$ cat config.mk
export PLATFORM = sky130hd
export DESIGN_NAME = decodeExecute
export DESIGN_NICKNAME = d
export VERILOG_FILES = /design/src/design/cpuTypesPkg.sv /design/src/design/controlUnit.sv /design/src/design/registerFile.sv /design/src/design/idExRegister.sv /design/src/design/executeStage.sv /design/src/design/decodeExecute.sv
export SDC_FILE = /design/constraint.sdc
export NUM_CORES = 2
export LEC_CHECK = 0
export ABC_CLOCK_PERIOD_IN_PS = 7600
export BUFFER_PORTS_ARGS = -buffer_cell sky130_fd_sc_hd__clkbuf_2
export CAP_MARGIN = 20
export CORE_ASPECT_RATIO = 0.8
export CORE_MARGIN = 1.5
export CORE_UTILIZATION = 50
export CTS_CLUSTER_SIZE = 12
export DETAILED_ROUTE_END_ITERATION = 7
export PLACE_DENSITY = 0.7
export SYNTH_ARGS = -nofsm -noshare
export SYNTH_HDL_FRONTEND = slang
export SYNTH_SLANG_ARGS = --single-unit
$ cat constraint.sdc
create_clock -name CLK -period 7.6 [get_ports CLK]
set_input_delay 1.52 -clock CLK [delete_from_list [all_inputs] [get_ports CLK]]
set_output_delay 1.52 -clock CLK [all_outputs]
set_load 0.01 [all_outputs]
$ cat src/design/cpuTypesPkg.sv
package cpuTypesPkg;

   localparam int wordWidth = 32;
   localparam int regAddrWidth = 5;
   localparam int opWidth = 6;
   localparam int immWidth = 16;
   localparam int jAddrWidth = 26;

   // primary opcodes
   localparam logic [opWidth-1:0] opRtype = 6'h00;
   localparam logic [opWidth-1:0] opJ = 6'h02;
   localparam logic [opWidth-1:0] opJal = 6'h03;
   localparam logic [opWidth-1:0] opBeq = 6'h04;
   localparam logic [opWidth-1:0] opBne = 6'h05;
   localparam logic [opWidth-1:0] opAddiu = 6'h09;
   localparam logic [opWidth-1:0] opSlti = 6'h0a;
   localparam logic [opWidth-1:0] opAndi = 6'h0c;
   localparam logic [opWidth-1:0] opOri = 6'h0d;
   localparam logic [opWidth-1:0] opXori = 6'h0e;
   localparam logic [opWidth-1:0] opLui = 6'h0f;
   localparam logic [opWidth-1:0] opLw = 6'h23;
   localparam logic [opWidth-1:0] opSw = 6'h2b;
   localparam logic [opWidth-1:0] opHalt = 6'h3f;

   // funct codes for R-type only
   localparam logic [opWidth-1:0] fnSll = 6'h00;
   localparam logic [opWidth-1:0] fnSrl = 6'h02;
   localparam logic [opWidth-1:0] fnJr = 6'h08;
   localparam logic [opWidth-1:0] fnAddu = 6'h21;
   localparam logic [opWidth-1:0] fnSubu = 6'h23;
   localparam logic [opWidth-1:0] fnAnd = 6'h24;
   localparam logic [opWidth-1:0] fnOr = 6'h25;
   localparam logic [opWidth-1:0] fnXor = 6'h26;
   localparam logic [opWidth-1:0] fnNor = 6'h27;
   localparam logic [opWidth-1:0] fnSlt = 6'h2a;
   localparam logic [opWidth-1:0] fnSltu = 6'h2b;

   // the bubble relies on aluSll being zero
   typedef enum logic [3:0] {
      aluSll,
      aluSrl,
      aluAdd,
      aluSub,
      aluAnd,
      aluOr,
      aluXor,
      aluNor,
      aluSlt,
      aluSltu,
      aluLui
   } aluOpT;

   typedef struct packed {
      logic [opWidth-1:0] opcode;
      logic [regAddrWidth-1:0] rs;
      logic [regAddrWidth-1:0] rt;
      logic [regAddrWidth-1:0] rd;
      logic [regAddrWidth-1:0] shamt;
      logic [opWidth-1:0] funct;
   } rTypeT;

   typedef struct packed {
      logic [opWidth-1:0] opcode;
      logic [regAddrWidth-1:0] rs;
      logic [regAddrWidth-1:0] rt;
      logic [immWidth-1:0] imm;
   } iTypeT;

   typedef struct packed {
      logic [opWidth-1:0] opcode;
      logic [jAddrWidth-1:0] addr;
   } jTypeT;

   typedef union packed {
      rTypeT rType;
      iTypeT iType;
      jTypeT jType;
   } instrWordT;

endpackage

$ cat src/design/controlUnit.sv
`timescale 1ns/10ps

module controlUnit
(
   input cpuTypesPkg::instrWordT instr,
   output logic regDst,
   output logic aluSrc,
   output logic extSign,
   output logic memToReg,
   output logic regWen,
   output logic memRead,
   output logic memWrite,
   output logic branchEq,
   output logic branchNe,
   output logic jump,
   output logic jumpReg,
   output logic jal,
   output logic lui,
   output logic shift,
   output logic halt,
   output cpuTypesPkg::aluOpT aluOp
);

   logic rdNonZero;
   logic rtNonZero;

   // writes to register 0 are dropped here so later stages never see them
   assign rdNonZero = instr.rType.rd != '0;
   assign rtNonZero = instr.iType.rt != '0;

   always_comb
   begin
      regDst = 1'b0;
      aluSrc = 1'b0;
      extSign = 1'b0;
      memToReg = 1'b0;
      regWen = 1'b0;
      memRead = 1'b0;
      memWrite = 1'b0;
      branchEq = 1'b0;
      branchNe = 1'b0;
      jump = 1'b0;
      jumpReg = 1'b0;
      jal = 1'b0;
      lui = 1'b0;
      shift = 1'b0;
      halt = 1'b0;
      aluOp = cpuTypesPkg::aluSll;

      case (instr.rType.opcode)
         cpuTypesPkg::opRtype:
         begin
            regDst = 1'b1;
            regWen = rdNonZero;
            case (instr.rType.funct)
               cpuTypesPkg::fnSll: shift = 1'b1;
               cpuTypesPkg::fnSrl:
               begin
                  shift = 1'b1;
                  aluOp = cpuTypesPkg::aluSrl;
               end
               cpuTypesPkg::fnAddu: aluOp = cpuTypesPkg::aluAdd;
               cpuTypesPkg::fnSubu: aluOp = cpuTypesPkg::aluSub;
               cpuTypesPkg::fnAnd: aluOp = cpuTypesPkg::aluAnd;
               cpuTypesPkg::fnOr: aluOp = cpuTypesPkg::aluOr;
               cpuTypesPkg::fnXor: aluOp = cpuTypesPkg::aluXor;
               cpuTypesPkg::fnNor: aluOp = cpuTypesPkg::aluNor;
               cpuTypesPkg::fnSlt: aluOp = cpuTypesPkg::aluSlt;
               cpuTypesPkg::fnSltu: aluOp = cpuTypesPkg::aluSltu;
               cpuTypesPkg::fnJr:
               begin
                  regDst = 1'b0;
                  regWen = 1'b0;
                  jumpReg = 1'b1;
               end
               // unknown funct is a bubble
               default:
               begin
                  regDst = 1'b0;
                  regWen = 1'b0;
               end
            endcase
         end
         cpuTypesPkg::opAddiu,
         cpuTypesPkg::opSlti,
         cpuTypesPkg::opAndi,
         cpuTypesPkg::opOri,
         cpuTypesPkg::opXori,
         cpuTypesPkg::opLui,
         cpuTypesPkg::opLw:
         begin
            aluSrc = 1'b1;
            regWen = rtNonZero;
            case (instr.iType.opcode)
               cpuTypesPkg::opAddiu:
               begin
                  extSign = 1'b1;
                  aluOp = cpuTypesPkg::aluAdd;
               end
               cpuTypesPkg::opSlti:
               begin
                  extSign = 1'b1;
                  aluOp = cpuTypesPkg::aluSlt;
               end
               cpuTypesPkg::opAndi: aluOp = cpuTypesPkg::aluAnd;
               cpuTypesPkg::opOri: aluOp = cpuTypesPkg::aluOr;
               cpuTypesPkg::opXori: aluOp = cpuTypesPkg::aluXor;
               cpuTypesPkg::opLui:
               begin
                  lui = 1'b1;
                  aluOp = cpuTypesPkg::aluLui;
               end
               default:
               begin
                  // load word
                  extSign = 1'b1;
                  memRead = 1'b1;
                  memToReg = 1'b1;
                  aluOp = cpuTypesPkg::aluAdd;
               end
            endcase
         end
         cpuTypesPkg::opSw:
         begin
            aluSrc = 1'b1;
            extSign = 1'b1;
            memWrite = 1'b1;
            aluOp = cpuTypesPkg::aluAdd;
         end
         cpuTypesPkg::opBeq,
         cpuTypesPkg::opBne:
         begin
            extSign = 1'b1;
            branchEq = instr.iType.opcode == cpuTypesPkg::opBeq;
            branchNe = instr.iType.opcode == cpuTypesPkg::opBne;
            aluOp = cpuTypesPkg::aluSub;
         end
         cpuTypesPkg::opJ: jump = 1'b1;
         cpuTypesPkg::opJal:
         begin
            jump = 1'b1;
            jal = 1'b1;
            regWen = 1'b1;
         end
         cpuTypesPkg::opHalt: halt = 1'b1;
         default: ;
      endcase
   end

endmodule

$ cat src/design/registerFile.sv
`timescale 1ns/10ps

module registerFile
(
   input logic CLK,
   input logic nRST,
   input logic [cpuTypesPkg::regAddrWidth-1:0] rsAddr,
   input logic [cpuTypesPkg::regAddrWidth-1:0] rtAddr,
   input logic [cpuTypesPkg::regAddrWidth-1:0] wbReg,
   input logic wbWen,
   input logic [cpuTypesPkg::wordWidth-1:0] wbData,
   output logic [cpuTypesPkg::wordWidth-1:0] rsData,
   output logic [cpuTypesPkg::wordWidth-1:0] rtData
);

   logic [cpuTypesPkg::wordWidth-1:0] regs [2**cpuTypesPkg::regAddrWidth];

   // entry 0 is never written, so it keeps its reset value
   always_ff @(posedge CLK, negedge nRST)
   begin
      if (!nRST)
      begin
         for (int i = 0; i < 2**cpuTypesPkg::regAddrWidth; i++)
            regs[i] <= '0;
      end
      else if (wbWen && wbReg != '0)
         regs[wbReg] <= wbData;
   end

   // same-cycle write-back is forwarded to the read ports
   assign rsData = (rsAddr == '0) ? '0 :
                   (wbWen && wbReg == rsAddr) ? wbData : regs[rsAddr];
   assign rtData = (rtAddr == '0) ? '0 :
                   (wbWen && wbReg == rtAddr) ? wbData : regs[rtAddr];

endmodule

$ cat src/design/idExRegister.sv
`timescale 1ns/10ps

module idExRegister
(
   input logic CLK,
   input logic nRST,
   input logic advance,
   input logic flush,
   input logic regDst,
   input logic aluSrc,
   input logic extSign,
   input logic memToReg,
   input logic regWen,
   input logic memRead,
   input logic memWrite,
   input logic branchEq,
   input logic branchNe,
   input logic jump,
   input logic jumpReg,
   input logic jal,
   input logic lui,
   input logic shift,
   input logic halt,
   input cpuTypesPkg::aluOpT aluOp,
   input logic [cpuTypesPkg::wordWidth-1:0] rsDataIn,
   input logic [cpuTypesPkg::wordWidth-1:0] rtDataIn,
   input cpuTypesPkg::instrWordT instr,
   input logic [cpuTypesPkg::wordWidth-1:0] pcNextIn,
   output logic exRegDst,
   output logic exAluSrc,
   output logic exExtSign,
   output logic exMemToReg,
   output logic exRegWen,
   output logic exMemRead,
   output logic exMemWrite,
   output logic exBranchEq,
   output logic exBranchNe,
   output logic exJump,
   output logic exJumpReg,
   output logic exJal,
   output logic exLui,
   output logic exShift,
   output logic exHalt,
   output cpuTypesPkg::aluOpT exAluOp,
   output logic [cpuTypesPkg::wordWidth-1:0] exRsData,
   output logic [cpuTypesPkg::wordWidth-1:0] exRtData,
   output logic [cpuTypesPkg::regAddrWidth-1:0] exRd,
   output logic [cpuTypesPkg::regAddrWidth-1:0] exRt,
   output logic [cpuTypesPkg::regAddrWidth-1:0] exShamt,
   output logic [cpuTypesPkg::immWidth-1:0] exImm,
   output logic [cpuTypesPkg::jAddrWidth-1:0] exJumpAddr,
   output logic [cpuTypesPkg::wordWidth-1:0] exPcNext
);

   always_ff @(posedge CLK, negedge nRST)
   begin
      if (!nRST)
      begin
         exRegDst <= 1'b0;
         exAluSrc <= 1'b0;
         exExtSign <= 1'b0;
         exMemToReg <= 1'b0;
         exRegWen <= 1'b0;
         exMemRead <= 1'b0;
         exMemWrite <= 1'b0;
         exBranchEq <= 1'b0;
         exBranchNe <= 1'b0;
         exJump <= 1'b0;
         exJumpReg <= 1'b0;
         exJal <= 1'b0;
         exLui <= 1'b0;
         exShift <= 1'b0;
         exHalt <= 1'b0;
         exAluOp <= cpuTypesPkg::aluSll;
         exRsData <= '0;
         exRtData <= '0;
         exRd <= '0;
         exRt <= '0;
         exShamt <= '0;
         exImm <= '0;
         exJumpAddr <= '0;
         exPcNext <= '0;
      end
      // flush loads the same bubble as reset and a low advance holds everything
      else if (advance)
      begin
         exRegDst <= flush ? 1'b0 : regDst;
         exAluSrc <= flush ? 1'b0 : aluSrc;
         exExtSign <= flush ? 1'b0 : extSign;
         exMemToReg <= flush ? 1'b0 : memToReg;
         exRegWen <= flush ? 1'b0 : regWen;
         exMemRead <= flush ? 1'b0 : memRead;
         exMemWrite <= flush ? 1'b0 : memWrite;
         exBranchEq <= flush ? 1'b0 : branchEq;
         exBranchNe <= flush ? 1'b0 : branchNe;
         exJump <= flush ? 1'b0 : jump;
         exJumpReg <= flush ? 1'b0 : jumpReg;
         exJal <= flush ? 1'b0 : jal;
         exLui <= flush ? 1'b0 : lui;
         exShift <= flush ? 1'b0 : shift;
         exHalt <= flush ? 1'b0 : halt;
         exAluOp <= flush ? cpuTypesPkg::aluSll : aluOp;
         exRsData <= flush ? '0 : rsDataIn;
         exRtData <= flush ? '0 : rtDataIn;
         exRd <= flush ? '0 : instr.rType.rd;
         exRt <= flush ? '0 : instr.iType.rt;
         exShamt <= flush ? '0 : instr.rType.shamt;
         exImm <= flush ? '0 : instr.iType.imm;
         exJumpAddr <= flush ? '0 : instr.jType.addr;
         exPcNext <= flush ? '0 : pcNextIn;
      end
   end

endmodule

$ cat src/design/executeStage.sv
`timescale 1ns/10ps

module executeStage
(
   input logic exRegDst,
   input logic exAluSrc,
   input logic exExtSign,
   input logic exMemToReg,
   input logic exRegWen,
   input logic exMemRead,
   input logic exMemWrite,
   input logic exBranchEq,
   input logic exBranchNe,
   input logic exJump,
   input logic exJumpReg,
   input logic exJal,
   input logic exLui,
   input logic exShift,
   input logic exHalt,
   input cpuTypesPkg::aluOpT exAluOp,
   input logic [cpuTypesPkg::wordWidth-1:0] exRsData,
   input logic [cpuTypesPkg::wordWidth-1:0] exRtData,
   input logic [cpuTypesPkg::regAddrWidth-1:0] exRd,
   input logic [cpuTypesPkg::regAddrWidth-1:0] exRt,
   input logic [cpuTypesPkg::regAddrWidth-1:0] exShamt,
   input logic [cpuTypesPkg::immWidth-1:0] exImm,
   input logic [cpuTypesPkg::jAddrWidth-1:0] exJumpAddr,
   input logic [cpuTypesPkg::wordWidth-1:0] exPcNext,
   output logic [cpuTypesPkg::wordWidth-1:0] aluResult,
   output logic [cpuTypesPkg::wordWidth-1:0] storeData,
   output logic [cpuTypesPkg::wordWidth-1:0] branchTarget,
   output logic [cpuTypesPkg::regAddrWidth-1:0] writeReg,
   output logic regWen,
   output logic memRead,
   output logic memWrite,
   output logic memToReg,
   output logic halt,
   output logic branchTaken
);

   logic [cpuTypesPkg::wordWidth-1:0] extImm;
   logic [cpuTypesPkg::wordWidth-1:0] branchOffset;
   logic [cpuTypesPkg::wordWidth-1:0] opA;
   logic [cpuTypesPkg::wordWidth-1:0] opB;
   logic [cpuTypesPkg::wordWidth-1:0] aluOut;
   logic operandsEqual;

   always_comb
   begin
      if (exLui)
         extImm = {exImm, {(cpuTypesPkg::wordWidth-cpuTypesPkg::immWidth){1'b0}}};
      else if (exExtSign)
         extImm = {{(cpuTypesPkg::wordWidth-cpuTypesPkg::immWidth){
                   exImm[cpuTypesPkg::immWidth-1]}}, exImm};
      else
         extImm = {{(cpuTypesPkg::wordWidth-cpuTypesPkg::immWidth){1'b0}}, exImm};
   end

   // shifts take rt as the value and shamt as the amount
   assign opA = exShift ? exRtData : exRsData;
   assign opB = exAluSrc ? extImm : exRtData;

   always_comb
   begin
      case (exAluOp)
         cpuTypesPkg::aluSll: aluOut = opA << exShamt;
         cpuTypesPkg::aluSrl: aluOut = opA >> exShamt;
         cpuTypesPkg::aluAdd: aluOut = opA + opB;
         cpuTypesPkg::aluSub: aluOut = opA - opB;
         cpuTypesPkg::aluAnd: aluOut = opA & opB;
         cpuTypesPkg::aluOr: aluOut = opA | opB;
         cpuTypesPkg::aluXor: aluOut = opA ^ opB;
         cpuTypesPkg::aluNor: aluOut = ~(opA | opB);
         cpuTypesPkg::aluSlt: aluOut = ($signed(opA) < $signed(opB)) ? 1 : 0;
         cpuTypesPkg::aluSltu: aluOut = (opA < opB) ? 1 : 0;
         cpuTypesPkg::aluLui: aluOut = opB;
         default: aluOut = '0;
      endcase
   end

   // link value for JAL replaces the ALU output
   assign aluResult = exJal ? exPcNext : aluOut;
   assign storeData = exRtData;
   assign writeReg = exJal ? '1 : (exRegDst ? exRd : exRt);

   assign operandsEqual = exRsData == exRtData;
   assign branchTaken = (exBranchEq && operandsEqual) || (exBranchNe && !operandsEqual) ||
                        exJump || exJumpReg;

   // branch offset is always sign-extended whatever extSign says
   assign branchOffset = {{(cpuTypesPkg::wordWidth-cpuTypesPkg::immWidth-2){
                          exImm[cpuTypesPkg::immWidth-1]}}, exImm, 2'b00};

   always_comb
   begin
      if (exJumpReg)
         branchTarget = exRsData;
      else if (exJump)
         branchTarget = {exPcNext[cpuTypesPkg::wordWidth-1 -: 4], exJumpAddr, 2'b00};
      else
         branchTarget = exPcNext + branchOffset;
   end

   assign regWen = exRegWen;
   assign memRead = exMemRead;
   assign memWrite = exMemWrite;
   assign memToReg = exMemToReg;
   assign halt = exHalt;

endmodule

$ cat src/design/decodeExecute.sv
`timescale 1ns/10ps

module decodeExecute
(
   input logic CLK,
   input logic nRST,
   input cpuTypesPkg::instrWordT instr,
   input logic [cpuTypesPkg::wordWidth-1:0] pcNext,
   input logic advance,
   input logic flush,
   input logic wbWen,
   input logic [cpuTypesPkg::regAddrWidth-1:0] wbReg,
   input logic [cpuTypesPkg::wordWidth-1:0] wbData,
   output logic [cpuTypesPkg::wordWidth-1:0] aluResult,
   output logic [cpuTypesPkg::wordWidth-1:0] storeData,
   output logic [cpuTypesPkg::wordWidth-1:0] branchTarget,
   output logic [cpuTypesPkg::regAddrWidth-1:0] writeReg,
   output logic regWen,
   output logic memRead,
   output logic memWrite,
   output logic memToReg,
   output logic halt,
   output logic branchTaken
);

   // decode side
   logic idRegDst, idAluSrc, idExtSign, idMemToReg, idRegWen, idMemRead, idMemWrite;
   logic idBranchEq, idBranchNe, idJump, idJumpReg, idJal, idLui, idShift, idHalt;
   cpuTypesPkg::aluOpT idAluOp;
   logic [cpuTypesPkg::wordWidth-1:0] rsData;
   logic [cpuTypesPkg::wordWidth-1:0] rtData;

   // execute side
   logic exRegDst, exAluSrc, exExtSign, exMemToReg, exRegWen, exMemRead, exMemWrite;
   logic exBranchEq, exBranchNe, exJump, exJumpReg, exJal, exLui, exShift, exHalt;
   cpuTypesPkg::aluOpT exAluOp;
   logic [cpuTypesPkg::wordWidth-1:0] exRsData;
   logic [cpuTypesPkg::wordWidth-1:0] exRtData;
   logic [cpuTypesPkg::regAddrWidth-1:0] exRd;
   logic [cpuTypesPkg::regAddrWidth-1:0] exRt;
   logic [cpuTypesPkg::regAddrWidth-1:0] exShamt;
   logic [cpuTypesPkg::immWidth-1:0] exImm;
   logic [cpuTypesPkg::jAddrWidth-1:0] exJumpAddr;
   logic [cpuTypesPkg::wordWidth-1:0] exPcNext;

   controlUnit controlUnit_i
   (
      .instr(instr),
      .regDst(idRegDst), .aluSrc(idAluSrc), .extSign(idExtSign), .memToReg(idMemToReg),
      .regWen(idRegWen), .memRead(idMemRead), .memWrite(idMemWrite),
      .branchEq(idBranchEq), .branchNe(idBranchNe), .jump(idJump), .jumpReg(idJumpReg),
      .jal(idJal), .lui(idLui), .shift(idShift), .halt(idHalt), .aluOp(idAluOp)
   );

   registerFile registerFile_i
   (
      .CLK(CLK), .nRST(nRST),
      .rsAddr(instr.rType.rs), .rtAddr(instr.rType.rt),
      .wbReg(wbReg), .wbWen(wbWen), .wbData(wbData),
      .rsData(rsData), .rtData(rtData)
   );

   idExRegister idExRegister_i
   (
      .CLK(CLK), .nRST(nRST), .advance(advance), .flush(flush),
      .regDst(idRegDst), .aluSrc(idAluSrc), .extSign(idExtSign), .memToReg(idMemToReg),
      .regWen(idRegWen), .memRead(idMemRead), .memWrite(idMemWrite),
      .branchEq(idBranchEq), .branchNe(idBranchNe), .jump(idJump), .jumpReg(idJumpReg),
      .jal(idJal), .lui(idLui), .shift(idShift), .halt(idHalt), .aluOp(idAluOp),
      .rsDataIn(rsData), .rtDataIn(rtData), .instr(instr), .pcNextIn(pcNext),
      .exRegDst(exRegDst), .exAluSrc(exAluSrc), .exExtSign(exExtSign),
      .exMemToReg(exMemToReg), .exRegWen(exRegWen), .exMemRead(exMemRead),
      .exMemWrite(exMemWrite), .exBranchEq(exBranchEq), .exBranchNe(exBranchNe),
      .exJump(exJump), .exJumpReg(exJumpReg), .exJal(exJal), .exLui(exLui),
      .exShift(exShift), .exHalt(exHalt), .exAluOp(exAluOp),
      .exRsData(exRsData), .exRtData(exRtData), .exRd(exRd), .exRt(exRt),
      .exShamt(exShamt), .exImm(exImm), .exJumpAddr(exJumpAddr), .exPcNext(exPcNext)
   );

   executeStage executeStage_i
   (
      .exRegDst(exRegDst), .exAluSrc(exAluSrc), .exExtSign(exExtSign),
      .exMemToReg(exMemToReg), .exRegWen(exRegWen), .exMemRead(exMemRead),
      .exMemWrite(exMemWrite), .exBranchEq(exBranchEq), .exBranchNe(exBranchNe),
      .exJump(exJump), .exJumpReg(exJumpReg), .exJal(exJal), .exLui(exLui),
      .exShift(exShift), .exHalt(exHalt), .exAluOp(exAluOp),
      .exRsData(exRsData), .exRtData(exRtData), .exRd(exRd), .exRt(exRt),
      .exShamt(exShamt), .exImm(exImm), .exJumpAddr(exJumpAddr), .exPcNext(exPcNext),
      .aluResult(aluResult), .storeData(storeData), .branchTarget(branchTarget),
      .writeReg(writeReg), .regWen(regWen), .memRead(memRead), .memWrite(memWrite),
      .memToReg(memToReg), .halt(halt), .branchTaken(branchTaken)
   );

endmodule

Yosys cells after proc, flatten, opt, wreduce, memory -nomap -nowiden --
Cells that the tools add are included.
Operators by class: reduce and logical (&&, ||, !) cells 27, $lt $le $gt $ge 6, bitwise logic cells 7, muxes and demuxes 72, shift-type cells 2, add/subtract/negate cells 3, eq/ne operators 36
Operator list (number):
- $bwmux 1024 | 1
- $mux 32 | 19
- $pmux 32 s11 | 1
- $bmux 32 s5 | 2
- $demux 32 s5 | 1
- $eq 6x6->1 const B | 11
- $add 32x32->32 | 2
- $lt 32x32->1 | 2
- $eq 6x4->1 const B | 7
- $pmux 4 s9 | 1
- $mux 1 | 35
- $and 32x32->32 | 1
- $eq 32x32->1 | 1
- $not 32->32 | 1
- $or 32x32->32 | 1
- $shl 32x5->32 | 1
- $shr 32x5->32 | 1
- $sub 32x32->32 | 1
- $xor 32x32->32 | 1
- $mux 26 | 1
- $mux 5 | 5
- $pmux 4 s5 | 1
- $eq 6x2->1 const B | 3
- $ge 6x6->1 const B | 3
- other kinds (27) | 50
Word-level totals: word-level logic and storage cells 208, register bits after elaboration 1195, input bits 106, output and inout port bits 107

Logic depth before layout (Yosys ltp) --
depth after elaboration 7, mapped depth 21, depth with buffers taken out 17

Modules after synthesis --
From an unflattened synthesis, not the netlist that was laid out.
Unflattened totals: cell total of the unflattened synthesis 6515, area, all modules 75620.0 µm²
Modules (own cells, without submodules):
- registerFile | instances 1, area each 54828.8 µm², seq. area each 25624.6 µm², cells an instance 3786
- executeStage | instances 1, area each 13925.9 µm², seq. area each 0.0 µm², cells an instance 2009
- idExRegister | instances 1, area each 6358.6 µm², seq. area each 3528.4 µm², cells an instance 641
- controlUnit | instances 1, area each 506.7 µm², seq. area each 0.0 µm², cells an instance 79

Worst setup path after synthesis --
OpenSTA, ideal clock, no wires.
path type register to output, start register idExRegister_i.exShift, end output port aluResult[31] (netlist name), path buffers 7, stages on the path, launching flop included 21, data required time 6.080 ns, data arrival time 4.395 ns, path slack 1.685 ns, cell sequence dfrtp_1 > buf_4 > buf_2 > buf_2 > buf_2 > buf_2 > buf_1 > o21a_1 > inv_1 > ha_1 > buf_6 > nand4_1 > nor2_1 > a211oi_1 > o31ai_4 > a31oi_4 > o41ai_2 > a221o_2 > a21oi_2 > a2111oi_2 > a31oi_1
On the way: cells in the longest elaborated chain, start to end 5, elaborated cells on any way between the ends 11, those cells by class add/sub (2); shift (2); mux (3); bitwise (4)
Ends and longest elaborated chain:
- start, declared | RTL line idExRegister.sv:42 | output logic exShift,
- start signal, assigned | RTL line idExRegister.sv:100 | exShift <= flush ? 1'b0 : shift;
- $mux 32 * | RTL line executeStage.sv:60 | assign opA = exShift ? exRtData : exRsData;
- parallel branches: the longest is 2 deep, another holds $sub 32x32->32
- $pmux 32 s11 * | RTL line executeStage.sv:65 | case (exAluOp)
- $mux 32 * | RTL line executeStage.sv:82 | assign aluResult = exJal ? exPcNext : aluOut;
- end, declared | RTL line decodeExecute.sv:14 | output logic [cpuTypesPkg::wordWidth-1:0] aluResult,
Mark *: on every way between the ends.

Worst setup path in the final report --
start register idExRegister_i.exShift, end output port aluResult[20] (netlist name)
Same word-level chain as after synthesis.

==> results.json <==
{
  "status": "completed",
  "dieArea_um2": 150000,
  "r2r_start": "registerFile_i.regs[429]",
  "htreeDepth": 3,
  "min_period_over_period": 0.974,
  "cp.arrival_ns": 5.89,
  "path_class": "reg2out",
  "synthFlopType": "dfrtp_1",
  "initial_core_util": 0.506,
  "setup_ws_ns": 0.194,
  "slowest_stage": "a221oi_1",
  "ctsHoldBuffers": 0,
  "maxSlewHeadroom": 0.146,
  "rows": 125,
  "min_path_type": "reg2reg",
  "dp_hpwl_mm": 178,
  "n_fill_cell": 12000,
  "worst-path-max-fanout": 31,
  "maxCapViolations": 0,
  "drt_first_pass_iters": 8,
  "synth.top_cell.area_share": 0.395,
  "dp.cells": 7559,
  "drtIter0Drc": 7444,
  "post_cts_buffers": 0,
  "synth_cell_type_count": 89,
  "place_ws_ns": 0.966,
  "p_leak_nw": 34.2,
  "startpoint_type": "flip-flop",
  "final_layout_size_suffix_gt1_frac": 0.405,
  "end_kind": "primary output",
  "grt_pass1_vias": 53700,
  "grt_pass1_wl_mm": 387,
  "synthTopCellsByCount": "dfrtp_1, mux2_2, mux4_2",
  "fin_tns_setup_ns": 0,
  "syn_avg_cell_area_um2": 12.7,
  "clock-root-buffer": "clkbuf_16",
  "cp_cell_sequence": "mux2i_1 > ha_1 > inv_1 > fa_1 > nor2b_1 > o211ai_1 > nand3_1 > a211oi_1 > nand2_1 > a21oi_1 > xnor2_1 > a221oi_1 > o22ai_1 > clkbuf_2",
  "cp-startpoint": "idExRegister_i.exShift",
  "synth_enable_flop_cells": 0,
  "ys_ff_latch": 1164,
  "gp_congestion": 1.06,
  "cts.clk_slew.worst_paths_ns": 0.06,
  "max_freq_ghz": 0.135,
  "setup_viol": 0,
  "synth_most_common_cell": "dfrtp_1",
  "cp_num_cells": 14,
  "clock_path_buffers": 3,
  "syn_area_um2": 73700,
  "layout.cells.non_filler": 7756,
  "fin_worst_skew_ns": 0.0352,
  "rsz0062_at_grt": "false",
  "p_per_area_nw_per_um2": 251,
  "p_total_mw": 20.1,
  "via_count": 54500,
  "r2r_cells": 6,
  "yosys.area.top_type": "dfrtp_1",
  "grt_max_degree": 158,
  "ys_top_cells_by_area": "dfrtp_1, mux4_2, mux2_2",
  "via_per_inst": 7.02,
  "fin_crit_ns": 7.41,
  "crit_required_ns": 6.08,
  "antenna_found_initial": 21,
  "min_path_cells": 0,
  "syn_nets": 6075,
  "io_pins": 213,
  "worstSkewPairLatency_ns": 0.78,
  "die_w_um": 432,
  "coreArea_um2": 146000,
  "slowest_delay_ns": 0.87,
  "overflow": 0,
  "utilization": 0.550,
  "tightest_slew_ns": 1.27,
  "hold_viol_final": 0,
  "grt_use_total": 0.355,
  "layout.nets": 5961,
  "drc": 0,
  "cp.buffers_inverters": 2,
  "hp-start": "registerFile_i.regs[1020]",
  "cts_tree": "done",
  "wl_mm": 266,
  "die_y_um": 346,
  "areaGrowthSynthToFinish_pct": 8.70,
  "async_reset_ff_frac": 1.00,
  "drv_slew": 0,
  "critical_path.top_delay_family": "compound AO/OA/AOI/OAI gates",
  "cts_sinks": 1164,
  "ir_drop_mv": 0.221,
  "io_buffer_count": 212,
  "ant_nets": 0,
  "routedWlPerCell_um": 34.3,
  "synth-seq-area-share": 0.395,
  "numCtsBuffers": 117,
  "yosysWarningCount": 0,
  "synthCells": 5826
}
layer usage:
layer  up-vias  share of wire  GRT usage
met5         -        0.00063          0
met1     28700           0.41      0.506
li1      21900              -          -
met2      3191           0.43      0.509
met4        24          0.047      0.149
met3       632           0.11     0.0978
metrics by stage:
stage / hold WS, ns / instance area (µm²)
floorplan: 0.441 / 73700
global placement: 0.376 / 76400
detailed placement: 0.382 / 76400
CTS: 0.396 / 80100
global route: 0.410 / 80100
finish: 0.392 / 80100
what timing repair did:
action / in CTS / in global routing
setup endpoints to repair: 0 / 1
hold endpoints to repair: 0 / 0
resized for setup: 0 / 3
logic make-up after synthesis:
logic type               Yosys count  synth area share
multiplexers                    1919             0.395
AO/OA/AOI/OAI                    947            0.0830
flip-flops                      1164             0.395
adder cells (fa/ha/maj)          143            0.0246
XOR/XNOR                          82           0.00974
buffers and inverters            818            0.0446
AND/OR/NAND/NOR                  753            0.0479
where the power goes:
group	switching (mW)	internal [mW]	total (mW)
clock	2.56	3.18	5.74
sequential	1.03	7.30	8.34
combinational	3.06	2.96	6.02
path summary, 6_finish.rpt:
check	endpoint	slack (ns)
max	aluResult[20]	0.19
min	registerFile_i.regs[1020]	0.39
max reg2reg	idExRegister_i.exRtData[13]	5.05
min reg2reg	registerFile_i.regs[1020]	0.39
max in group asynchronous	idExRegister_i.exPcNext[11]	5.09
min in group asynchronous	registerFile_i.regs[349]	0.78
placed cells by master, fill, tap and decap left out, types with 35 or more instances in the layout:
master / count
o21ai_0: 237
dfrtp_1: 1156
mux4_2: 690
clkbuf_16: 118
nand3b_1: 64
xnor2_1: 61
clkbuf_2: 200
o2bb2ai_1: 50
o22ai_1: 63
buf_4: 150
mux2i_1: 189
nor3_1: 43
nand2_1: 208
a21oi_1: 246
ha_1: 140
mux2_2: 1040
a211oi_1: 37
nor2_1: 251
inv_1: 209
o211ai_1: 40
a21o_1: 35
worst reg2reg max path: stages, from the launching register on:
cell	delay (ns)
dfrtp_1	0.41
mux4_2	0.47
mux4_2	0.50
mux2i_1	0.15
nor2_1	0.06
a21oi_1	0.69
o22ai_1	0.13
flip-flops by register name, summed over array words and instances, names as in the netlist:
register,count
idExRegister_i.exJumpAddr,26
idExRegister_i.exHalt,1
idExRegister_i.exExtSign,1
idExRegister_i.exRtData,32
registerFile_i.regs,1024
idExRegister_i.exPcNext,32
idExRegister_i.exLui,1
idExRegister_i.exMemWrite,1
idExRegister_i.exRsData,32
idExRegister_i.exShift,1
idExRegister_i.exJal,1
idExRegister_i.exRegWen,1
idExRegister_i.exJump,1
idExRegister_i.exAluOp,4
idExRegister_i.exBranchNe,1
idExRegister_i.exBranchEq,1
idExRegister_i.exRegDst,1
idExRegister_i.exJumpReg,1
idExRegister_i.exAluSrc,1
idExRegister_i.exMemToReg,1
cell type report:
cell class	instances	area [µm²]	share of cell area
repair buffers	374	2550	0.0318
clock inverters	22	328	0.00409
diodes	8	20.0	0.000250
inverters	211	792	0.00988
clock buffers	165	3350	0.0418
well taps	1968	2460	0.0307
flip-flops and latches	1164	29100	0.364
multi-input cells	3844	41500	0.518
No activity file was read; power rests on OpenSTA's default activity.
